===== src/rtl/cluster_pkg.sv =====
// Cluster widths, address windows, CSR map and arbiter states, referenced by scoped names
package cluster_pkg;

    // ======================================
    // Cluster size and widths
    // ======================================
    localparam int num_cores = 4;

    typedef logic [1:0]           core_idx_t;
    typedef logic [num_cores-1:0] core_mask_t;
    typedef logic [63:0]          addr_t;
    typedef logic [63:0]          data_t;
    typedef logic [1:0]           size_t;
    typedef logic [7:0]           csr_addr_t;
    // Word index taken from addr[9:3]
    typedef logic [6:0]           spad_idx_t;

    // ======================================
    // Address windows
    // ======================================
    localparam int spad_depth = 128;

    // Upper 32 address bits of the scratchpad
    localparam logic [31:0] spad_hi = 32'hFFFF_FF00;
    // I/O window, always allowed
    localparam logic [31:0] mmio_hi = 32'hFFFF_FF01;
    // High-bandwidth window start in addr[31:20], only when addr[63:32] is zero
    localparam logic [11:0] hbw_min = 12'hFFD;

    // ======================================
    // Cluster CSR map
    // ======================================
    localparam csr_addr_t csr_cl_priv        = 8'h80;
    localparam csr_addr_t csr_mpu_base       = 8'h81;
    localparam csr_addr_t csr_mpu_limit      = 8'h82;
    localparam csr_addr_t csr_barrier_arrive = 8'h83;
    localparam csr_addr_t csr_barrier_status = 8'h84;

    // Arbiter transaction states
    typedef enum logic [1:0] {
        arb_idle,
        arb_spad,
        arb_ext
    } arb_state_t;

endpackage


===== src/rtl/cluster_csr.sv =====
// Cluster control registers, hardware barrier and per-core CSR read muxes
`timescale 1ns/1ps

module cluster_csr (
    input  logic                                                clk,
    input  logic                                                cl_rst,
    input  cluster_pkg::csr_addr_t [cluster_pkg::num_cores-1:0] csr_addr,
    input  cluster_pkg::core_mask_t                             csr_wen,
    input  cluster_pkg::data_t     [cluster_pkg::num_cores-1:0] csr_wdata,
    output cluster_pkg::data_t     [cluster_pkg::num_cores-1:0] csr_rdata,
    input  logic                                                fault_taken,
    output logic                                                barrier_done,
    // 0 is supervisor, 1 is user
    output logic                                                priv,
    output cluster_pkg::addr_t                                  mpu_base,
    output cluster_pkg::addr_t                                  mpu_limit
);

    cluster_pkg::core_mask_t arrive_mask;
    logic                    barrier_full;

    assign barrier_full = &arrive_mask;

    // ======================================
    // Privilege and protection registers
    // ======================================
    always_ff @(posedge clk) begin
        if (cl_rst) begin
            priv      <= 1'b0;
            mpu_base  <= '0;
            mpu_limit <= '0;
        end else begin
            // Ascending loop, so the highest-indexed writer lands last
            for (int i = 0; i < cluster_pkg::num_cores; i++) begin
                if (csr_wen[i] && !priv) begin
                    case (csr_addr[i])
                        cluster_pkg::csr_cl_priv:   priv      <= csr_wdata[i][0];
                        cluster_pkg::csr_mpu_base:  mpu_base  <= csr_wdata[i];
                        cluster_pkg::csr_mpu_limit: mpu_limit <= csr_wdata[i];
                        default: ;
                    endcase
                end
            end
            // Fault drops to supervisor for the trap, over any write
            if (fault_taken) begin
                priv <= 1'b0;
            end
        end
    end

    // ======================================
    // Hardware barrier
    // ======================================
    always_ff @(posedge clk) begin
        if (cl_rst) begin
            arrive_mask  <= '0;
            barrier_done <= 1'b0;
        end else begin
            barrier_done <= barrier_full;
            if (barrier_full) begin
                arrive_mask <= '0;
            end
            // An arrival in the release cycle is kept for the next round
            for (int i = 0; i < cluster_pkg::num_cores; i++) begin
                if (csr_wen[i] && csr_addr[i] == cluster_pkg::csr_barrier_arrive) begin
                    arrive_mask[i] <= 1'b1;
                end
            end
        end
    end

    // Each core reads through its own mux
    always_comb begin
        for (int i = 0; i < cluster_pkg::num_cores; i++) begin
            case (csr_addr[i])
                cluster_pkg::csr_cl_priv:        csr_rdata[i] = {63'd0, priv};
                cluster_pkg::csr_mpu_base:       csr_rdata[i] = mpu_base;
                cluster_pkg::csr_mpu_limit:      csr_rdata[i] = mpu_limit;
                cluster_pkg::csr_barrier_arrive: csr_rdata[i] = {60'd0, arrive_mask};
                cluster_pkg::csr_barrier_status: begin
                    csr_rdata[i] = {59'd0, barrier_done, arrive_mask};
                end
                default:                         csr_rdata[i] = '0;
            endcase
        end
    end

endmodule


===== config.mk =====
export PLATFORM = sky130hd
export DESIGN_NAME = cluster_csr
export DESIGN_NICKNAME = d
export VERILOG_FILES = /design/src/rtl/cluster_pkg.sv /design/src/rtl/cluster_csr.sv
export SDC_FILE = /design/constraint.sdc
export NUM_CORES = 1
export LEC_CHECK = 0
export BUFFER_PORTS_ARGS = -buffer_cell sky130_fd_sc_hd__buf_2
export CAP_MARGIN = 5
export CORE_AREA = 4 4 264 266
export CTS_BUF_LIST = sky130_fd_sc_hd__clkbuf_4 sky130_fd_sc_hd__clkbuf_8 sky130_fd_sc_hd__clkbuf_16
export CTS_CLUSTER_DIAMETER = 150
export DETAILED_ROUTE_END_ITERATION = 16
export DIE_AREA = 0 0 268 270
export HOLD_SLACK_MARGIN = 0.1
export PLACE_DENSITY_LB_ADDON = 0.2
export SLEW_MARGIN = 20
export SYNTH_ARGS = -nofsm -noshare
export SYNTH_HDL_FRONTEND = slang
export SYNTH_SLANG_ARGS = --single-unit

===== constraint.sdc =====
create_clock -name clk -period 2.6 [get_ports clk]
set_clock_uncertainty 0.1 [all_clocks]
set_input_delay 0.52 -clock clk [delete_from_list [all_inputs] [get_ports clk]]
set_output_delay 0.52 -clock clk [all_outputs]
set_load 0.03 [all_outputs]

==> After elaboration in Yosys (flattened, before gate mapping) <==
Index checks and enable logic that the tools add are counted.
{ "op_classes": {"n_eq_ne": 20, "mux": 33, "n_reduce_logical": 15} }
{ "ops": {"columns": ["cell", "count"], "rows": [
  ["64-bit case mux with 5 select lines", 4],
  ["64-bit 2-to-1 mux", 16],
  ["8-bit equality test (second input constant)", 20],
  ["1-bit 2-to-1 mux", 12],
  ["1-bit logical AND", 8],
  ["2-bit nonzero test", 4],
  ["4-bit 2-to-1 mux", 1],
  ["4-bit AND reduction", 1],
  ["2-bit OR reduction", 1],
  ["1-bit logical NOT", 1]
]} }
{ "totals": {"register_bits": 134, "in_bits": 295, "elab_cells": 76} }

==> Depth between registers and ports, before layout <==
{ "depth": {"word_depth": 9, "ltp_mapped": 8} }

==> Worst setup path before layout <==
OpenSTA, ideal clock, no wires.
{ "synth_path": {"kind": "input port to output port", "startpoint": "input csr_addr[5] in the netlist's numbering", "endpoint": "output csr_rdata[2] in the netlist's numbering", "t_arrival_ps": 2346, "required_ps": 1980, "path_slack_ps": -366, "path_stages": 6, "path_buffers": 2, "path_cell_list": "or4b_1 -> buf_4 -> nor4_2 -> clkbuf_1 -> a22oi_1 -> nand2_1"} }
{ "synth_rtl": {"columns": ["item", "line_no", "rtl"], "rows": [
  ["start, declared", "cluster_csr.sv:7", "input cluster_pkg::csr_addr_t [cluster_pkg::num_cores-1:0] csr_addr,"],
  ["end, declared", "cluster_csr.sv:10", "output cluster_pkg::data_t [cluster_pkg::num_cores-1:0] csr_rdata,"]
]} }

==> impl_results.md <==
* Initial antenna violation count at 15
* Post-synthesis mux area share at between 10% and 20%
* CP dominant cell by count: buf_6
* Worst flop-to-flop path startpoint: priv
* Hold depth at 3
* Mapped Cells at about 1400
* Critical Path Fanout Max at 7
* Post-synth EDFFs at 0
* Most common cell in the netlist: a22o_1
* Wire per inst at 29.1 um
* H-tree depth at 4
* CTS Root Buffer Type: clkbuf_16
* Fillers at 6990
* Clock buffer depth at 2
* CP endpoint kind: output pin
* Syn Nets at about 1700
* Minimum clock period at around 2.9 ns
* DRC viols at 0
* Largest net degree at the start of global routing at about 70
* Combinational power share at approximately 13%
* I/O Buffers at approximately 700
* Synth area leaders: dfxtp_1, a22o_1, mux2_2
* Full die area at ~72000 um2
* Slew margin rel. at a little under two thirds
* Num CTS Buffers at 17
* Final setup vio count at a little over 200
* Worst Path Required at between 1.5 and 2 ns
* First-pass GRT wire length at 116 mm
* Remaining antenna violation count after routing at 0
* RR Endpoint: mpu_limit[36]
* Async SR Flop Fraction at 0%
* VDD IR max at 0.000384 V
* Fin util at around a third
* Die Wd at about 270 um
* Core Area at about 67000 um2
* Netlist cell types at 52
* Synth Area in XOR/XNOR at 0%
* Worst EP arrival at 2.26 ns
* Post-synthesis compound-gate area fraction at around two fifths
* Min-Delay Startpoint: csr_wdata[141]
* Slowest-stage cell, CP: nor3_4
* Register area share after synthesis at 24.3%
* Mean post-synth cell area at just under 8 um2
* Outcome: finished with violations
* Setup repair after global routing missed its margin: yes
* Rows at 95
* Lkg Pwr at 0.0103 uW
* Internal power at ~3900 uW
* Max-slew violation count at 0
* Initial DRC Count at 1380
* Psw at 1550 uW
* GRT overflow at 0
* R2r setup slk at 0.10 ns
* Final #Nets at about 2500
* Clock transition at path regs at approximately 0.070 ns
* Top cell type's share of synthesized area at roughly a quarter
* TNS Setup at -31.34 ns
* Initial core utilization at between 10% and 20%
* Post-Synth Adder-Cell Area at 0%
* CTS tree: yes
* Hold Violations, Final at 0
* Reg2reg path depth at 6
* Cell Area, Synth at roughly 11000 um2
* Post-synthesis register bit count at roughly 130
* Bufs and invs on worst path at 7
* Post-Place Worst Slack at -0.335 ns
* Post-route total power at 5460 uW
* Least-Margin Pin Slew at 0.542 ns
* Dpl cell area at 16700 um2
* Clock sinks at ~130
* Post-Synth Simple-Gate Area at roughly 17%
* Final Wtd Congestion at roughly 0.84
* Drt first pass iters at 5
* Failing checks: setup timing
* Post-Route WL at 88.9 mm
* MaxCap Viol Count at 0
* Sequential cell fraction of total power at 38.3%
* Area Growth Syn to Fin at 95.5%
* Share of layout cells above drive strength 1 at 54.2%
* Fin area at ~22000 um2
* HPWL after DPL at around 55 mm
* Setup Crit Path Kind: in2out
* Most frequently used flop master after synthesis: dfxtp_1
* CP max stage delay at ~0.23 ns
* Worst Slack Setup Final at -0.277 ns
* PwrDens at 253 nW/um2
* Critical Path, Cell by Cell: buf_6, nor3_2, nand3b_1, buf_6, buf_6, nor3_4, buf_12, buf_16, clkbuf_16, a22o_1, buf_6
* Most instantiated cells after synthesis: a22o_1, nand2_1, dfxtp_1
* Final period util at 111%
* Yosys top cell by area: dfxtp_1
* Clock power share at between 40 and 50%
* Sw Share at between 20% and 30%
* Die Span Y at ~270 um
* WHS Endpoint: mpu_base[13]
* CP Launch Type: primary input
* GRT Overall Usage at ~22%
* FMAX at 348 MHz
* Synth warnings at 0
* Largest family of logic cells by synthesized area: compound AO/OA/AOI/OAI gates
* Vias per inst at about 5.3
* Vias at 16283
* Critical path's top delay family: buffers and inverters
* Io pins at roughly 700
* Clock Latency Late Sink at approximately 0.47 ns
* HP Class: in2reg
* Number of global-route vias before repair at roughly 16000
## cell families after synthesis
group	count (synthesis)
and+or+nand+nor	390
DFF	134
muxes	133
AOI/OAI and AO/OA	598
buffers and inverters	156
## cell type report
type                       count  area (um2)  share of cell area [%]
antenna                       14        35.0                   0.163
clock buffer                  19         440                    2.04
multi-input combinational   1121        8950                    41.5
inverter                       3        11.3                  0.0522
tap                          873        1090                    5.07
timing repair buffer         881        8170                    37.9
sequential                   134        2680                    12.4
clock inverter                13         171                   0.795
## worst reg2reg max path, cell delays in order (launching register included)
cell,delay (ns)
dfxtp_1,0.42
or4bb_1,0.55
or3_2,0.50
buf_12,0.20
and3_1,0.25
a21oi_1,0.23
o22ai_1,0.13
## power by group through the flow
stage / combinational (uW) / sequential, uW / clock, uW
final: 684 / 2090 / 2690
after detailed placement: 623 / 2130 / 0
after global placement: 618 / 2130 / 0
after global routing: 722 / 2090 / 2860
after CTS: 663 / 2090 / 2780
after floorplan: 152 / 2140 / 0
## per-stage QoR
stage	hold WS (ns)	instances
2_1_floorplan	0.381	1411
3_3_place_gp	0.463	2929
3_5_place_dp	0.457	2929
4_1_cts	0.132	3015
5_1_grt	0.162	3055
6_report	0.184	3058
## repair_timing
item,CTS,global route
pin swaps,55,93
resized for setup,488,275
hold buffers,0,0
endpoints found under the setup margin,201,253
cloned,23,18
buffers inserted,31,17
## flip-flops by register name, indices dropped and copies added (netlist names)
| register | cells |
|---|---|
| priv | 1 |
| mpu_limit | 64 |
| mpu_base | 64 |
| arrive_mask | 4 |
| barrier_done | 1 |
## placed cells by master, fill, tap and decap left out, types with 6 or more instances in the layout
cell | synthesis | layout
nor2_1 | 82 | 79
diode_2 | 0 | 14
buf_6 | 6 | 250
o22ai_1 | 45 | 45
a21oi_1 | 73 | 73
a31o_1 | 23 | 23
a31oi_1 | 22 | 22
buf_2 | 19 | 419
o21ai_1 | 64 | 64
a31o_2 | 19 | 19
clkbuf_4 | 0 | 11
buf_8 | 0 | 7
nand2_2 | 0 | 12
buf_4 | 1 | 91
dfxtp_1 | 134 | 134
a21o_1 | 23 | 22
a22oi_1 | 78 | 71
a22o_4 | 0 | 105
mux2i_1 | 69 | 69
a22oi_2 | 0 | 7
nor2b_1 | 7 | 6
nand3_1 | 22 | 21
a22o_1 | 239 | 116
a22o_2 | 0 | 18
nand2_1 | 180 | 164
mux2_2 | 64 | 64
and3_1 | 45 | 44
buf_16 | 0 | 30
clkbuf_16 | 0 | 31
buf_12 | 0 | 61
nor4_4 | 2 | 6
## metal layers
metal / global-route usage, % / wire length [um] / up-vias
li1: - / - / 6999
met1: 25.1 / 33400 / 8068
met2: 37.7 / 43700 / 1008
met3: 5.97 / 7760 / 204
met4: 9.16 / 3980 / 4
met5: 0 / 22 / -
## worst max-delay path by stage
stage	from	to	slack, ns	cells after the start
6_report	csr_addr[28]	csr_rdata[226]	-0.28	11
5_1_grt	csr_addr[28]	csr_rdata[226]	-0.32	11
4_1_cts	csr_addr[5]	csr_rdata[3]	-0.22	8
3_5_place_dp	csr_addr[19]	mpu_limit[29]	-0.33	8
3_3_place_gp	csr_addr[19]	mpu_limit[32]	-0.34	8
2_1_floorplan	csr_addr[5]	csr_rdata[10]	-0.1	5
No activity file was read; power rests on OpenSTA's default activity.
