## config.mk

```make
export PLATFORM = sky130hd
export DESIGN_NAME = bus_arbiter
export DESIGN_NICKNAME = d
export VERILOG_FILES = /design/src/rtl/cluster_pkg.sv /design/src/rtl/bus_arbiter.sv
export SDC_FILE = /design/constraint.sdc
export NUM_CORES = 1
export LEC_CHECK = 0
export ABC_AREA = 1
export BUFFER_PORTS_ARGS = -buffer_cell sky130_fd_sc_hd__buf_4
export CORE_AREA = 2 2 468 470
export CTS_CLUSTER_DIAMETER = 60
export CTS_CLUSTER_SIZE = 30
export DETAILED_ROUTE_END_ITERATION = 16
export DIE_AREA = 0 0 470 472
export HOLD_SLACK_MARGIN = 0.03
export PLACE_DENSITY_LB_ADDON = 0.12
export SYNTH_ARGS = -nofsm -noshare
export SYNTH_HDL_FRONTEND = slang
export SYNTH_SLANG_ARGS = --single-unit
```

## constraint.sdc

```tcl
create_clock -name clk -period 8.3 [get_ports clk]
set_input_delay 0 -clock clk [delete_from_list [all_inputs] [get_ports clk]]
set_output_delay 0 -clock clk [all_outputs]
set_load 0.01 [all_outputs]
```

## src/rtl/cluster_pkg.sv

```systemverilog
// Cluster widths, address windows, CSR map and arbiter states, referenced by scoped names
package cluster_pkg;

    // ======================================
    // Cluster size and widths
    // ======================================
    localparam int num_cores = 4;

    typedef logic [1:0]           core_idx_t;
    typedef logic [num_cores-1:0] core_mask_t;
    typedef logic [63:0]          addr_t;
    typedef logic [63:0]          data_t;
    typedef logic [1:0]           size_t;
    typedef logic [7:0]           csr_addr_t;
    // Word index taken from addr[9:3]
    typedef logic [6:0]           spad_idx_t;

    // ======================================
    // Address windows
    // ======================================
    localparam int spad_depth = 128;

    // Upper 32 address bits of the scratchpad
    localparam logic [31:0] spad_hi = 32'hFFFF_FF00;
    // I/O window, always allowed
    localparam logic [31:0] mmio_hi = 32'hFFFF_FF01;
    // High-bandwidth window start in addr[31:20], only when addr[63:32] is zero
    localparam logic [11:0] hbw_min = 12'hFFD;

    // ======================================
    // Cluster CSR map
    // ======================================
    localparam csr_addr_t csr_cl_priv        = 8'h80;
    localparam csr_addr_t csr_mpu_base       = 8'h81;
    localparam csr_addr_t csr_mpu_limit      = 8'h82;
    localparam csr_addr_t csr_barrier_arrive = 8'h83;
    localparam csr_addr_t csr_barrier_status = 8'h84;

    // Arbiter transaction states
    typedef enum logic [1:0] {
        arb_idle,
        arb_spad,
        arb_ext
    } arb_state_t;

endpackage

```

## src/rtl/bus_arbiter.sv

```systemverilog
// Round-robin arbiter, steering each granted core request to a fault reply, scratchpad or bus
`timescale 1ns/1ps

module bus_arbiter (
    input  logic                                            clk,
    input  logic                                            cl_rst,
    // Core side
    input  cluster_pkg::core_mask_t                         core_valid,
    input  cluster_pkg::addr_t [cluster_pkg::num_cores-1:0] core_addr,
    input  cluster_pkg::data_t [cluster_pkg::num_cores-1:0] core_wdata,
    input  cluster_pkg::core_mask_t                         core_wen,
    input  cluster_pkg::size_t [cluster_pkg::num_cores-1:0] core_size,
    output cluster_pkg::core_mask_t                         core_ready,
    output cluster_pkg::data_t [cluster_pkg::num_cores-1:0] core_rdata,
    output cluster_pkg::core_mask_t                         core_fault,
    // External bus
    output logic                                            bus_valid,
    output cluster_pkg::addr_t                              bus_addr,
    output cluster_pkg::data_t                              bus_wdata,
    output logic                                            bus_wen,
    output cluster_pkg::size_t                              bus_size,
    input  cluster_pkg::data_t                              bus_rdata,
    input  logic                                            bus_ready,
    // Access check
    output cluster_pkg::addr_t                              cand_addr,
    input  logic                                            is_spad,
    input  logic                                            fault,
    output logic                                            fault_taken,
    // Scratchpad
    output logic                                            spad_en,
    output logic                                            spad_wen,
    output cluster_pkg::spad_idx_t                          spad_idx,
    output cluster_pkg::data_t                              spad_wdata,
    input  cluster_pkg::data_t                              spad_rdata
);

    cluster_pkg::arb_state_t state;
    cluster_pkg::core_idx_t  arb_last;
    cluster_pkg::core_idx_t  arb_grant;
    cluster_pkg::core_idx_t  arb_next;
    cluster_pkg::core_mask_t eligible;
    logic                    arb_any;
    // Set in the second scratchpad cycle, when the read word is available
    logic                    spad_wait;
    logic                    grant_now;

    // A core finishing this cycle still shows valid, so skip it
    assign eligible  = core_valid & ~core_ready;
    assign grant_now = (state == cluster_pkg::arb_idle) && arb_any;

    // Search starts one past the last granted core and wraps
    always_comb begin
        cluster_pkg::core_idx_t cand;
        arb_next = arb_last;
        arb_any  = 1'b0;
        for (int i = 1; i <= cluster_pkg::num_cores; i++) begin
            cand = arb_last + cluster_pkg::core_idx_t'(i);
            if (!arb_any && eligible[cand]) begin
                arb_next = cand;
                arb_any  = 1'b1;
            end
        end
    end

    assign cand_addr  = core_addr[arb_next];

    // Granted core holds its request, so the memory sees stable fields
    assign spad_en    = (state == cluster_pkg::arb_spad) && !spad_wait;
    assign spad_wen   = core_wen[arb_grant];
    assign spad_idx   = core_addr[arb_grant][9:3];
    assign spad_wdata = core_wdata[arb_grant];

    // ======================================
    // Transaction FSM
    // ======================================
    always_ff @(posedge clk) begin
        if (cl_rst) begin
            state       <= cluster_pkg::arb_idle;
            arb_last    <= '0;
            arb_grant   <= '0;
            spad_wait   <= 1'b0;
            bus_valid   <= 1'b0;
            core_ready  <= '0;
            core_fault  <= '0;
            fault_taken <= 1'b0;
        end else begin
            core_ready  <= '0;
            core_fault  <= '0;
            fault_taken <= 1'b0;
            case (state)
                cluster_pkg::arb_idle: begin
                    if (arb_any) begin
                        arb_grant <= arb_next;
                        if (fault) begin
                            // Rejected in the grant cycle itself
                            core_ready[arb_next] <= 1'b1;
                            core_fault[arb_next] <= 1'b1;
                            fault_taken          <= 1'b1;
                            arb_last             <= arb_next;
                        end else if (is_spad) begin
                            state <= cluster_pkg::arb_spad;
                        end else begin
                            state     <= cluster_pkg::arb_ext;
                            bus_valid <= 1'b1;
                        end
                    end
                end
                cluster_pkg::arb_spad: begin
                    spad_wait <= ~spad_wait;
                    if (spad_wait) begin
                        core_ready[arb_grant] <= 1'b1;
                        arb_last              <= arb_grant;
                        state                 <= cluster_pkg::arb_idle;
                    end
                end
                cluster_pkg::arb_ext: begin
                    // Other cores stall for as long as the bus holds off
                    if (bus_ready) begin
                        bus_valid             <= 1'b0;
                        core_ready[arb_grant] <= 1'b1;
                        arb_last              <= arb_grant;
                        state                 <= cluster_pkg::arb_idle;
                    end
                end
                default: state <= cluster_pkg::arb_idle;
            endcase
        end
    end

    // Bus fields and read data
    always_ff @(posedge clk) begin
        if (grant_now) begin
            if (fault) begin
                core_rdata[arb_next] <= '0;
            end else if (!is_spad) begin
                bus_addr  <= core_addr[arb_next];
                bus_wdata <= core_wdata[arb_next];
                bus_wen   <= core_wen[arb_next];
                bus_size  <= core_size[arb_next];
            end
        end else if (state == cluster_pkg::arb_spad && spad_wait) begin
            core_rdata[arb_grant] <= spad_rdata;
        end else if (state == cluster_pkg::arb_ext && bus_ready) begin
            core_rdata[arb_grant] <= bus_rdata;
        end
    end

endmodule

```

Yosys cells after proc, flatten, opt, wreduce, memory -nomap -nowiden
Index checks and enable logic that the tools add are counted.
- bits in registers: 404
- logic and storage cells: 136
- add/subtract/negate cells: 3
- eq/ne operators: 9
- mux-type cells: 66
- bitwise operators: 9
- reductions and logical operators: 25
- magnitude comparators: 8
- operator list (kind ; number):
    $mux 256 ; 4
    $bmux 64 s2 ; 4
    $bwmux 256 ; 2
    $mux 64 ; 5
    $and 256x256->256 ; 1
    $demux 64 s2 ; 2
    $not 256->256 ; 1
    $mux 2 ; 14
    $lt 2x3->1 const B ; 6
    $mux 1 ; 17
    $mux 4 ; 4
    $ne 2x2->1 const B ; 7
    $bmux 1 s2 ; 6
    $pmux 2 s3 ; 2
    $pmux 4 s3 ; 1
    $mux 10 ; 1
    $reduce_and 5->1 ; 2
    $logic_and 1x1->1 ; 9
    $reduce_bool 3->1 ; 2
    $not 1->1 ; 5
    $add 2x2->2 const B ; 2
    $and 4x4->4 ; 1
    $bmux 2 s2 ; 1
    $demux 1 s2 ; 2
    14 further kinds ; 19

Longest topological paths before layout
Gate-level depths: netlist of the first run.
- depth after elaboration: 22
- mapped depth: 16
- depth with buffers taken out: 12

Least setup slack after synthesis of the first run
Ideal clock, no wire load.
- kind: register to register
- from: reg arb_last[0]
- to: reg bus_addr[0] (enable)
- path buffers: 2
- stages on the path, launching flop included: 12
- slack: 0.907 ns
- data arrival time: 6.769 ns
- required time: 7.676 ns
- library setup time: 0.624 ns
- cell sequence: dfxtp_1 buf_6 inv_6 nand3_1 nand3_2 nand2_2 nand3_1 nor2_2 nor2_4 buf_4 nand2_1 nor2_1
- longest elaborated chain between the ends: 15
- elaborated cells on any way between the ends: 23
- classes of those cells: 3 x add/sub; 12 x mux; 8 x reduce/logical
- RTL lines (element ; line ; source):
    start: declaration ; bus_arbiter.sv:38 ; cluster_pkg::core_idx_t arb_last;
    start signal: assignment ; bus_arbiter.sv:99 ; arb_last <= arb_next;
    start signal: assignment ; bus_arbiter.sv:112 ; arb_last <= arb_grant;
    start signal: assignment ; bus_arbiter.sv:121 ; arb_last <= arb_grant;
    $add 2x1->2 ; bus_arbiter.sv:57 ; cand = arb_last + cluster_pkg::core_idx_t'(i);
    $bmux 1 s2 ; bus_arbiter.sv:58 ; if (!arb_any && eligible[cand]) begin
    $mux 1 (not written as such) ; bus_arbiter.sv:58 ;
    $mux 1 ; bus_arbiter.sv:58 ;
    $logic_not 1->1 ; bus_arbiter.sv:58 ;
    $logic_and 1x1->1 ; bus_arbiter.sv:58 ;
    $mux 1 ; bus_arbiter.sv:58 ;
    $logic_not 1->1 ; bus_arbiter.sv:58 ;
    $logic_and 1x1->1 ; bus_arbiter.sv:58 ;
    $mux 1 ; bus_arbiter.sv:58 ;
    $logic_not 1->1 ; bus_arbiter.sv:58 ;
    $logic_and 1x1->1 ; bus_arbiter.sv:58 ;
    $mux 1 * ; bus_arbiter.sv:58 ;
    $logic_and 1x1->1 * ; bus_arbiter.sv:49 ; assign grant_now = (state == cluster_pkg::arb_idle) && arb_any;
    $reduce_and 3->1 (no source line) * ; - ;
    end signal: assignment ; bus_arbiter.sv:136 ; bus_addr <= core_addr[arb_next];
    end: declaration ; bus_arbiter.sv:18 ; output cluster_pkg::addr_t bus_addr,
Every way passes the cells marked *; elsewhere a longest branch is shown, timed or not. The select of a mux whose other input is x is not followed.
A chain may end at the register's enable or synchronous reset.

Worst setup path in the final report of the first run
- from: reg arb_last[0]
- to: out cand_addr[8]
- longest elaborated chain between the ends: 15
- elaborated cells on any way between the ends: 26
- classes of those cells: 3 x add/sub; 17 x mux; 6 x reduce/logical
- RTL lines (element ; line ; source):
    $add 2x1->2 ; bus_arbiter.sv:57 ;
    $bmux 1 s2 ; bus_arbiter.sv:58 ;
    $mux 1 (not written as such) ; bus_arbiter.sv:58 ;
    $mux 1 ; bus_arbiter.sv:58 ;
    $logic_not 1->1 ; bus_arbiter.sv:58 ;
    $logic_and 1x1->1 ; bus_arbiter.sv:58 ;
    $mux 1 ; bus_arbiter.sv:58 ;
    $logic_not 1->1 ; bus_arbiter.sv:58 ;
    $logic_and 1x1->1 ; bus_arbiter.sv:58 ;
    $mux 1 ; bus_arbiter.sv:58 ;
    $logic_not 1->1 ; bus_arbiter.sv:58 ;
    $logic_and 1x1->1 ; bus_arbiter.sv:58 ;
    $mux 2 * ; bus_arbiter.sv:58 ;
    $bmux 64 s2 * ; bus_arbiter.sv:65 ; assign cand_addr = core_addr[arb_next];
    $mux 64 (not written as such) * ; bus_arbiter.sv:65 ;
    end: declaration ; bus_arbiter.sv:25 ; output cluster_pkg::addr_t cand_addr,
Marked as above.

==> flow_summary.json, run 1 <==
{
  "outcome": "finished, final reports clean",
  "multi_input_area_sq_mm": 0.00903,
  "powerDensity_mw_per_mm2": 548,
  "cp_max_fo": 79,
  "synth_cells": 2476,
  "fp.dieH_um": 472,
  "routed_wl_mm": 185,
  "vias_per_cell": 3.73,
  "place_hpwl_mm": 139,
  "wire_per_inst_um": 26.6,
  "slew_headroom": 0.262,
  "vdd_drop_max_mv": 0.356,
  "synth_commonest_cells": "893 x nand2_1, 410 x nand3_1, 387 x edfxtp_1, 252 x o21ai_0, 135 x a22oi_1",
  "final_cell_area_sq_mm": 0.0412,
  "grt_max_degree": 94,
  "synth_seq_cells": 404,
  "drive_gt1_frac": 0.345,
  "vias": 26000,
  "synth_edf_count": 387,
  "final-seq-area_sq_mm": 0.0120,
  "p_leak_uw": 0.0179,
  "htreeDepth": 3,
  "grt_usage": 0.159,
  "yosysTopAreaCell": "edfxtp_1",
  "netlist.area_leader.share": 0.529,
  "die-area_sq_mm": 0.222,
  "synth_flop_cell": "edfxtp_1",
  "min_period_ns": 4.64,
  "p_clk_frac": 0.172,
  "synth-seq-area-share": 0.545,
  "start_util": 0.101,
  "num_io_pins": 1195,
  "end_kind": "primary output",
  "placementRows": 171,
  "fp.coreArea_sq_mm": 0.217,
  "overflow": 0,
  "final-setup-viol-count": 0,
  "io_buffer_count": 1194,
  "place_congestion": 0.820,
  "nNetsFinal": 4677,
  "crit_type": "flip-flop to primary output",
  "grt_pass1_wl_mm": 243,
  "seq_power_share": 0.210,
  "synth_area_leaders": "edfxtp_1 53%, nand2_1 15%, nand3_1 9.3%, o21ai_0 5.7%, a22oi_1 4.6%",
  "cp-start-kind": "flip-flop",
  "cts.clk_slew.worst_paths_ns": 0.05,
  "ant_nets": 0,
  "antenna_found_initial": 67,
  "hold_class": "input pin to flip-flop",
  "switchingPower_uw": 10700,
  "finalMaxSlewViolations": 0,
  "setup_ws_ns": 3.66,
  "drt_iter0_markers": 1371,
  "p_int_uw": 11900,
  "slowest_delay_ns": 0.59,
  "numCtsBuffers": 90,
  "root_buffer": "clkbuf_16",
  "crit_path_top_delay_cell": "dfxtp_1",
  "insertion_delay_ns": 0.70,
  "cts.path.max_buffers": 3,
  "postPlaceCellArea_sq_mm": 0.0340,
  "grt_pass1_vias": 26800,
  "ys_warn_count": 0,
  "die_w_um": 470,
  "fillers": 24400,
  "hold_viol": 0,
  "syn_to_final_growth_pct": 87.6,
  "postSynthAreaPerCell_sq_um": 8.86,
  "crit_chain": "nand3_1 > nand2_1 > nand2_1 > nand2_1 > nand4_1 > nand2_8 > nand3_4 > inv_6 > buf_12 > nand2_1 > nand3_1 > buf_4",
  "drc": 0,
  "pre_cts_slack_ns": 4.06,
  "async_reset_ff_frac": 0,
  "switching_share": 0.475,
  "fin_setup_tns_ns": 0,
  "first_pass_iters": 5,
  "crit_top_cell": "nand2_1",
  "fmax_mhz": 216,
  "synth.distinct_cells": 28,
  "cap_violations": 0,
  "post-route-period-util": 0.559,
  "cp_data_arrival_time_ns": 4.64,
  "worst_slew_pin_slew_ns": 1.11,
  "synth.most_common_cell": "nand2_1",
  "syn_area_sq_mm": 0.0219,
  "cts_tree": "built",
  "clkSinkCount": 404,
  "combPwrFrac": 0.618,
  "cp.required_ns": 8.30,
  "rsz0062_at_grt": "false",
  "syn-num-nets": 3141,
  "skew_ns": 0.0323
}
-- power groups by stage --
stage / sequential, uW / clock [uW] / combinational, uW
6_report: 4740 / 3870 / 14000
5_1_grt: 4860 / 4080 / 15300
4_1_cts: 4760 / 4020 / 14500
2_1_floorplan: 5130 / 0 / 5660
3_3_place_gp: 4770 / 0 / 12900
3_5_place_dp: 4760 / 0 / 12900
-- through the flow --
step           utilization  hold slack, ns  power (uW)  std cells
6_report             0.190           0.132       22600       6959
2_1_floorplan            -           0.140       10800       2476
3_5_place_dp         0.157           0.289       17700       6368
4_1_cts              0.190          0.0308       23300       6940
5_1_grt              0.190          0.0941       24200       6949
3_3_place_gp         0.157           0.290       17700       6368
-- flip-flops by register name, summed over array words and instances, names as in the netlist --
register     cells
fault_taken      1
state            2
arb_last         2
arb_grant        2
core_fault       4
bus_wdata       64
bus_wen          1
spad_wait        1
core_rdata     256
bus_size         2
core_ready       4
bus_addr        64
bus_valid        1
-- layer usage --
metal | track usage | wire length [um] | vias up
met3 | 0.0693 | 18200 | 241
li1 | - | - | 11900
met1 | 0.165 | 66700 | 12700
met4 | 0.0519 | 5180 | 46
met5 | 0 | 287 | -
met2 | 0.288 | 94400 | 1125
-- worst max-delay path, delay by kind of cell, from the launching register on --
family / cells / cell delay (ns)
buf+inv: 3 / 1.11
flops: 1 / 0.59
simple gates: 9 / 1.99
-- final cells by class --
| cell class | count | area share |
|---|---|---|
| antenna | 19 | 0.00115 |
| clock buffer | 100 | 0.0561 |
| multi-input combinational | 1848 | 0.219 |
| tap | 2854 | 0.0867 |
| inverter | 34 | 0.00368 |
| sequential | 404 | 0.290 |
| clock inverter | 66 | 0.0194 |
| timing repair buffer | 1634 | 0.323 |
-- cell families after synthesis --
family | after synthesis | share of synthesized area
adders and majority gates | 4 | 0.00228
and+or+nand+nor | 1353 | 0.259
AOI/OAI and AO/OA | 427 | 0.114
muxes | 64 | 0.0292
buffers and inverters | 224 | 0.0506
DFF | 404 | 0.545
-- cells in the final DEF, fill, tap and decap left out, drive strengths merged, types with 19 or more instances in the layout --
master	count
buf	1228
nand2	903
nand3	416
dlygate4sd3	406
edfxtp	387
o21ai	270
a22oi	135
clkbuf	100
mux2i	64
inv	40
clkinv	33
nor2	25
diode	19
-- path summary, 6_finish.rpt --
kind | from | end | slack [ns] | cells past startpoint
worst min-delay path | core_wdata[92] | bus_wdata[28]$_DFFE_PP_ | 0.13 | 4
worst min register to register | spad_wait$_SDFFE_PP0P_ | spad_wait$_SDFFE_PP0P_ | 0.51 | 2
worst max register to register | arb_last[0]$_SDFFE_PP0P_ | bus_addr[8]$_DFFE_PP_ | 3.77 | 12
worst max-delay path | arb_last[0]$_SDFFE_PP0P_ | cand_addr[8] | 3.66 | 12
-- what timing repair did --
item	4_1_cts	5_1_grt
endpoints found under the setup margin	0	0
gates resized for setup	0	0
hold endpoints to repair	416	0
setup buffers	0	0
hold buffers	406	0
Note: power is estimated with default switching activity, not from simulation.
==> run 2, diff against run 1 <==
--- a/config.mk
+++ b/config.mk
@@ -5,13 +5,13 @@
 export SDC_FILE = /design/constraint.sdc
 export NUM_CORES = 1
 export LEC_CHECK = 0
-export ABC_AREA = 1
+export ABC_AREA = 0
 export BUFFER_PORTS_ARGS = -buffer_cell sky130_fd_sc_hd__buf_4
-export CORE_AREA = 2 2 468 470
+export CORE_AREA = 2 2 463 465
 export CTS_CLUSTER_DIAMETER = 60
 export CTS_CLUSTER_SIZE = 30
 export DETAILED_ROUTE_END_ITERATION = 16
-export DIE_AREA = 0 0 470 472
+export DIE_AREA = 0 0 465 467
 export HOLD_SLACK_MARGIN = 0.03
 export PLACE_DENSITY_LB_ADDON = 0.12
 export SYNTH_ARGS = -nofsm -noshare
==> constraint.sdc (replaced) <==
create_clock -name clk -period 4.35 [get_ports clk]
set_input_delay 0 -clock clk [delete_from_list [all_inputs] [get_ports clk]]
set_output_delay 0 -clock clk [all_outputs]
set_load 0.01 [all_outputs]
==> flow_summary.json, run 2 <==
{
  "cts.path.max_buffers": 3,
  "ys_warn_count": 0,
  "largest_reg_flops": 256,
  "setup_ws_ns": 0.887,
  "synth_seq_cells": 404,
  "slew_headroom": 0.206,
  "pre_cts_slack_ns": 1.40,
  "syn_to_final_growth_pct": 91.2,
  "cap_violations": 0,
  "num_io_pins": 1195,
  "synth_flop_cell": "edfxtp_1",
  "cts.clk_slew.worst_paths_ns": 0.05,
  "fillers": 23100,
  "hold_ws_ns": 0.134,
  "place_congestion": 0.851,
  "yosysTopAreaCell": "edfxtp_1",
  "synth-seq-area-share": 0.558,
  "ant_nets": 0,
  "fmax_mhz": 289,
  "min_period_ns": 3.46,
  "post_cts_resized": 0,
  "vias": 20300,
  "p_leak_uw": 0.0159,
  "crit_chain": "nor3b_2 > a21oi_1 > nor2_1 > nor2_4 > buf_12 > mux4_2 > buf_4",
  "nNetsFinal": 3517,
  "die-area_sq_mm": 0.217,
  "async_reset_ff_frac": 0,
  "syn-num-nets": 1907,
  "synth_commonest_cells": "387 x edfxtp_1, 203 x mux4_2, 132 x o2bb2ai_1, 81 x nand2_1, 67 x mux2i_1",
  "rsz0062_at_grt": "false",
  "drc": 0,
  "drt_iter0_markers": 963,
  "multi_input_area_sq_mm": 0.00896,
  "end_kind": "primary output",
  "final-seq-area_sq_mm": 0.0120,
  "crit_path_top_delay_cell": "dfxtp_1",
  "drive_gt1_frac": 0.573,
  "cp_max_fo": 71,
  "layout_commonest_cell": "buf_4",
  "slowest_delay_ns": 0.63,
  "top_regs": "core_rdata: 256 flops, bus_addr: 64 flops, bus_wdata: 64 flops",
  "powerDensity_mw_per_mm2": 581,
  "synth_area_leaders": "edfxtp_1 54%, mux4_2 21%, o2bb2ai_1 5.4%, o2bb2ai_2 4.2%, mux2i_1 3.1%",
  "grt_max_degree": 72,
  "layout_common_cells": "1234 x buf_4, 407 x dlygate4sd3_1, 387 x edfxtp_1",
  "outcome": "finished, final reports clean",
  "grt_pass1_wl_mm": 214,
  "largest_register": "core_rdata",
  "antenna_found_initial": 62,
  "cp.required_ns": 4.35,
  "cp_num_buf_inv": 2,
  "fp.coreArea_sq_mm": 0.212,
  "fp.dieH_um": 467,
  "synth_cells": 1242,
  "p_int_uw": 15000,
  "vias_per_cell": 3.53,
  "final-setup-viol-count": 0,
  "hold_viol": 0,
  "synth_edf_count": 387,
  "clkSinkCount": 404,
  "placementRows": 169,
  "switching_share": 0.371,
  "first_pass_iters": 7,
  "netlist.area_leader.share": 0.542,
  "die_w_um": 465,
  "switchingPower_uw": 8830,
  "syn_area_sq_mm": 0.0214,
  "power_uw": 23800,
  "wire_per_inst_um": 28.9,
  "overflow": 0,
  "io_buffer_count": 1194,
  "post-route-period-util": 0.796,
  "skew_ns": 0.0418,
  "worst_slew_pin_slew_ns": 1.19,
  "insertion_delay_ns": 0.72,
  "routed_wl_mm": 166,
  "place_hpwl_mm": 129,
  "start_util": 0.101,
  "cts_tree": "built",
  "grt_pass1_vias": 21700,
  "finalMaxSlewViolations": 0,
  "synth.distinct_cells": 53,
  "cp-start-kind": "flip-flop",
  "vdd_drop_max_mv": 0.404,
  "cp_data_arrival_time_ns": 3.46,
  "crit_type": "flip-flop to primary output",
  "final_cell_area_sq_mm": 0.0410,
  "postSynthAreaPerCell_sq_um": 17.3,
  "numCtsBuffers": 84,
  "postPlaceCellArea_sq_mm": 0.0340,
  "p_clk_frac": 0.285,
  "synth.most_common_cell": "edfxtp_1",
  "final_util": 0.194,
  "hold_class": "input pin to flip-flop",
  "htreeDepth": 3,
  "crit_family": "flip-flops",
  "root_buffer": "clkbuf_16",
  "seq_power_share": 0.266,
  "grt_usage": 0.147,
  "combPwrFrac": 0.449
}
[run 2: changes by cell type after synthesis, moves of 37 or more]
cell and change:
a22oi_1 -133, nand2_1 -812, o2bb2ai_1 +132, o21ai_0 -245
o2bb2ai_2 +60, nand3_1 -406, o32ai_1 +64, mux4_2 +203
buf_2 -37
[run 2: worst paths after layout]
check             cells after the start                  endpoint  slack, ns                startpoint
setup / recovery                      7             cand_addr[54]       0.89  arb_last[0]$_SDFFE_PP0P_
hold / removal                        4  core_fault[2]$_SDFF_PP0_       0.13             core_valid[2]
setup reg to reg                      7     bus_addr[3]$_DFFE_PP_       0.94  arb_last[0]$_SDFFE_PP0P_
hold reg to reg                       1  core_rdata[76]$_DFFE_PP_       0.56  core_rdata[76]$_DFFE_PP_
[run 2: area by class of cell]
cell class | count | area share
clock inverter | 56 | 0.0164
tap | 2821 | 0.0861
antenna | 18 | 0.00110
multi-input combinational | 705 | 0.219
inverter | 4 | 0.000366
sequential | 404 | 0.292
clock buffer | 100 | 0.0538
timing repair buffer | 1653 | 0.331
[run 2: per-stage QoR]
step                TNS (ns)  instances
CTS                        0       5743
finish                     0       5761
global route               0       5757
detailed placement         0       5180
floorplan             -53.03       1242
global placement           0       5180
[run 2: what timing repair did]
| action | in CTS | in global routing |
|---|---|---|
| setup buffers | 0 | 0 |
| hold buffers | 407 | 0 |
| endpoints found under the hold margin | 509 | 0 |
[run 2: worst min-delay path, stage by stage]
cell and delay (ns):
buf_4 0.13, nand2b_1 0.29, a21oi_1 0.13, o21a_1 0.22
[run 2: power by group through the flow]
| stage | clock, uW | sequential, uW | combinational (uW) |
|---|---|---|---|
| 6_report | 6790 | 6330 | 10700 |
| 5_1_grt | 7180 | 6450 | 11400 |
| 4_1_cts | 7070 | 6370 | 11000 |
| 3_5_place_dp | 0 | 6390 | 9930 |
| 3_3_place_gp | 0 | 6440 | 9910 |
| 2_1_floorplan | 0 | 6560 | 4360 |
[run 2: kinds of logic (layout without fill, tap and decap cells)]
family          count (synthesis)  count (layout)  share of synthesized area
other cells                     0              18                          0
flops                         404             404                      0.558
simple gates                  128             128                     0.0270
compound gates                301             301                      0.136
buf+inv                       133            1813                     0.0307
fa+ha+maj                       4               4                    0.00234
xor+xnor                        1               1                   0.000409
mux                           271             271                      0.245
[run 2: metal layers]
metal,vias to the layer above,global-route usage,wire (um)
li1,8721,-,-
met1,10400,0.145,56200
met2,935,0.273,89400
met3,213,0.0641,16000
met4,22,0.0464,4760
met5,-,0,145
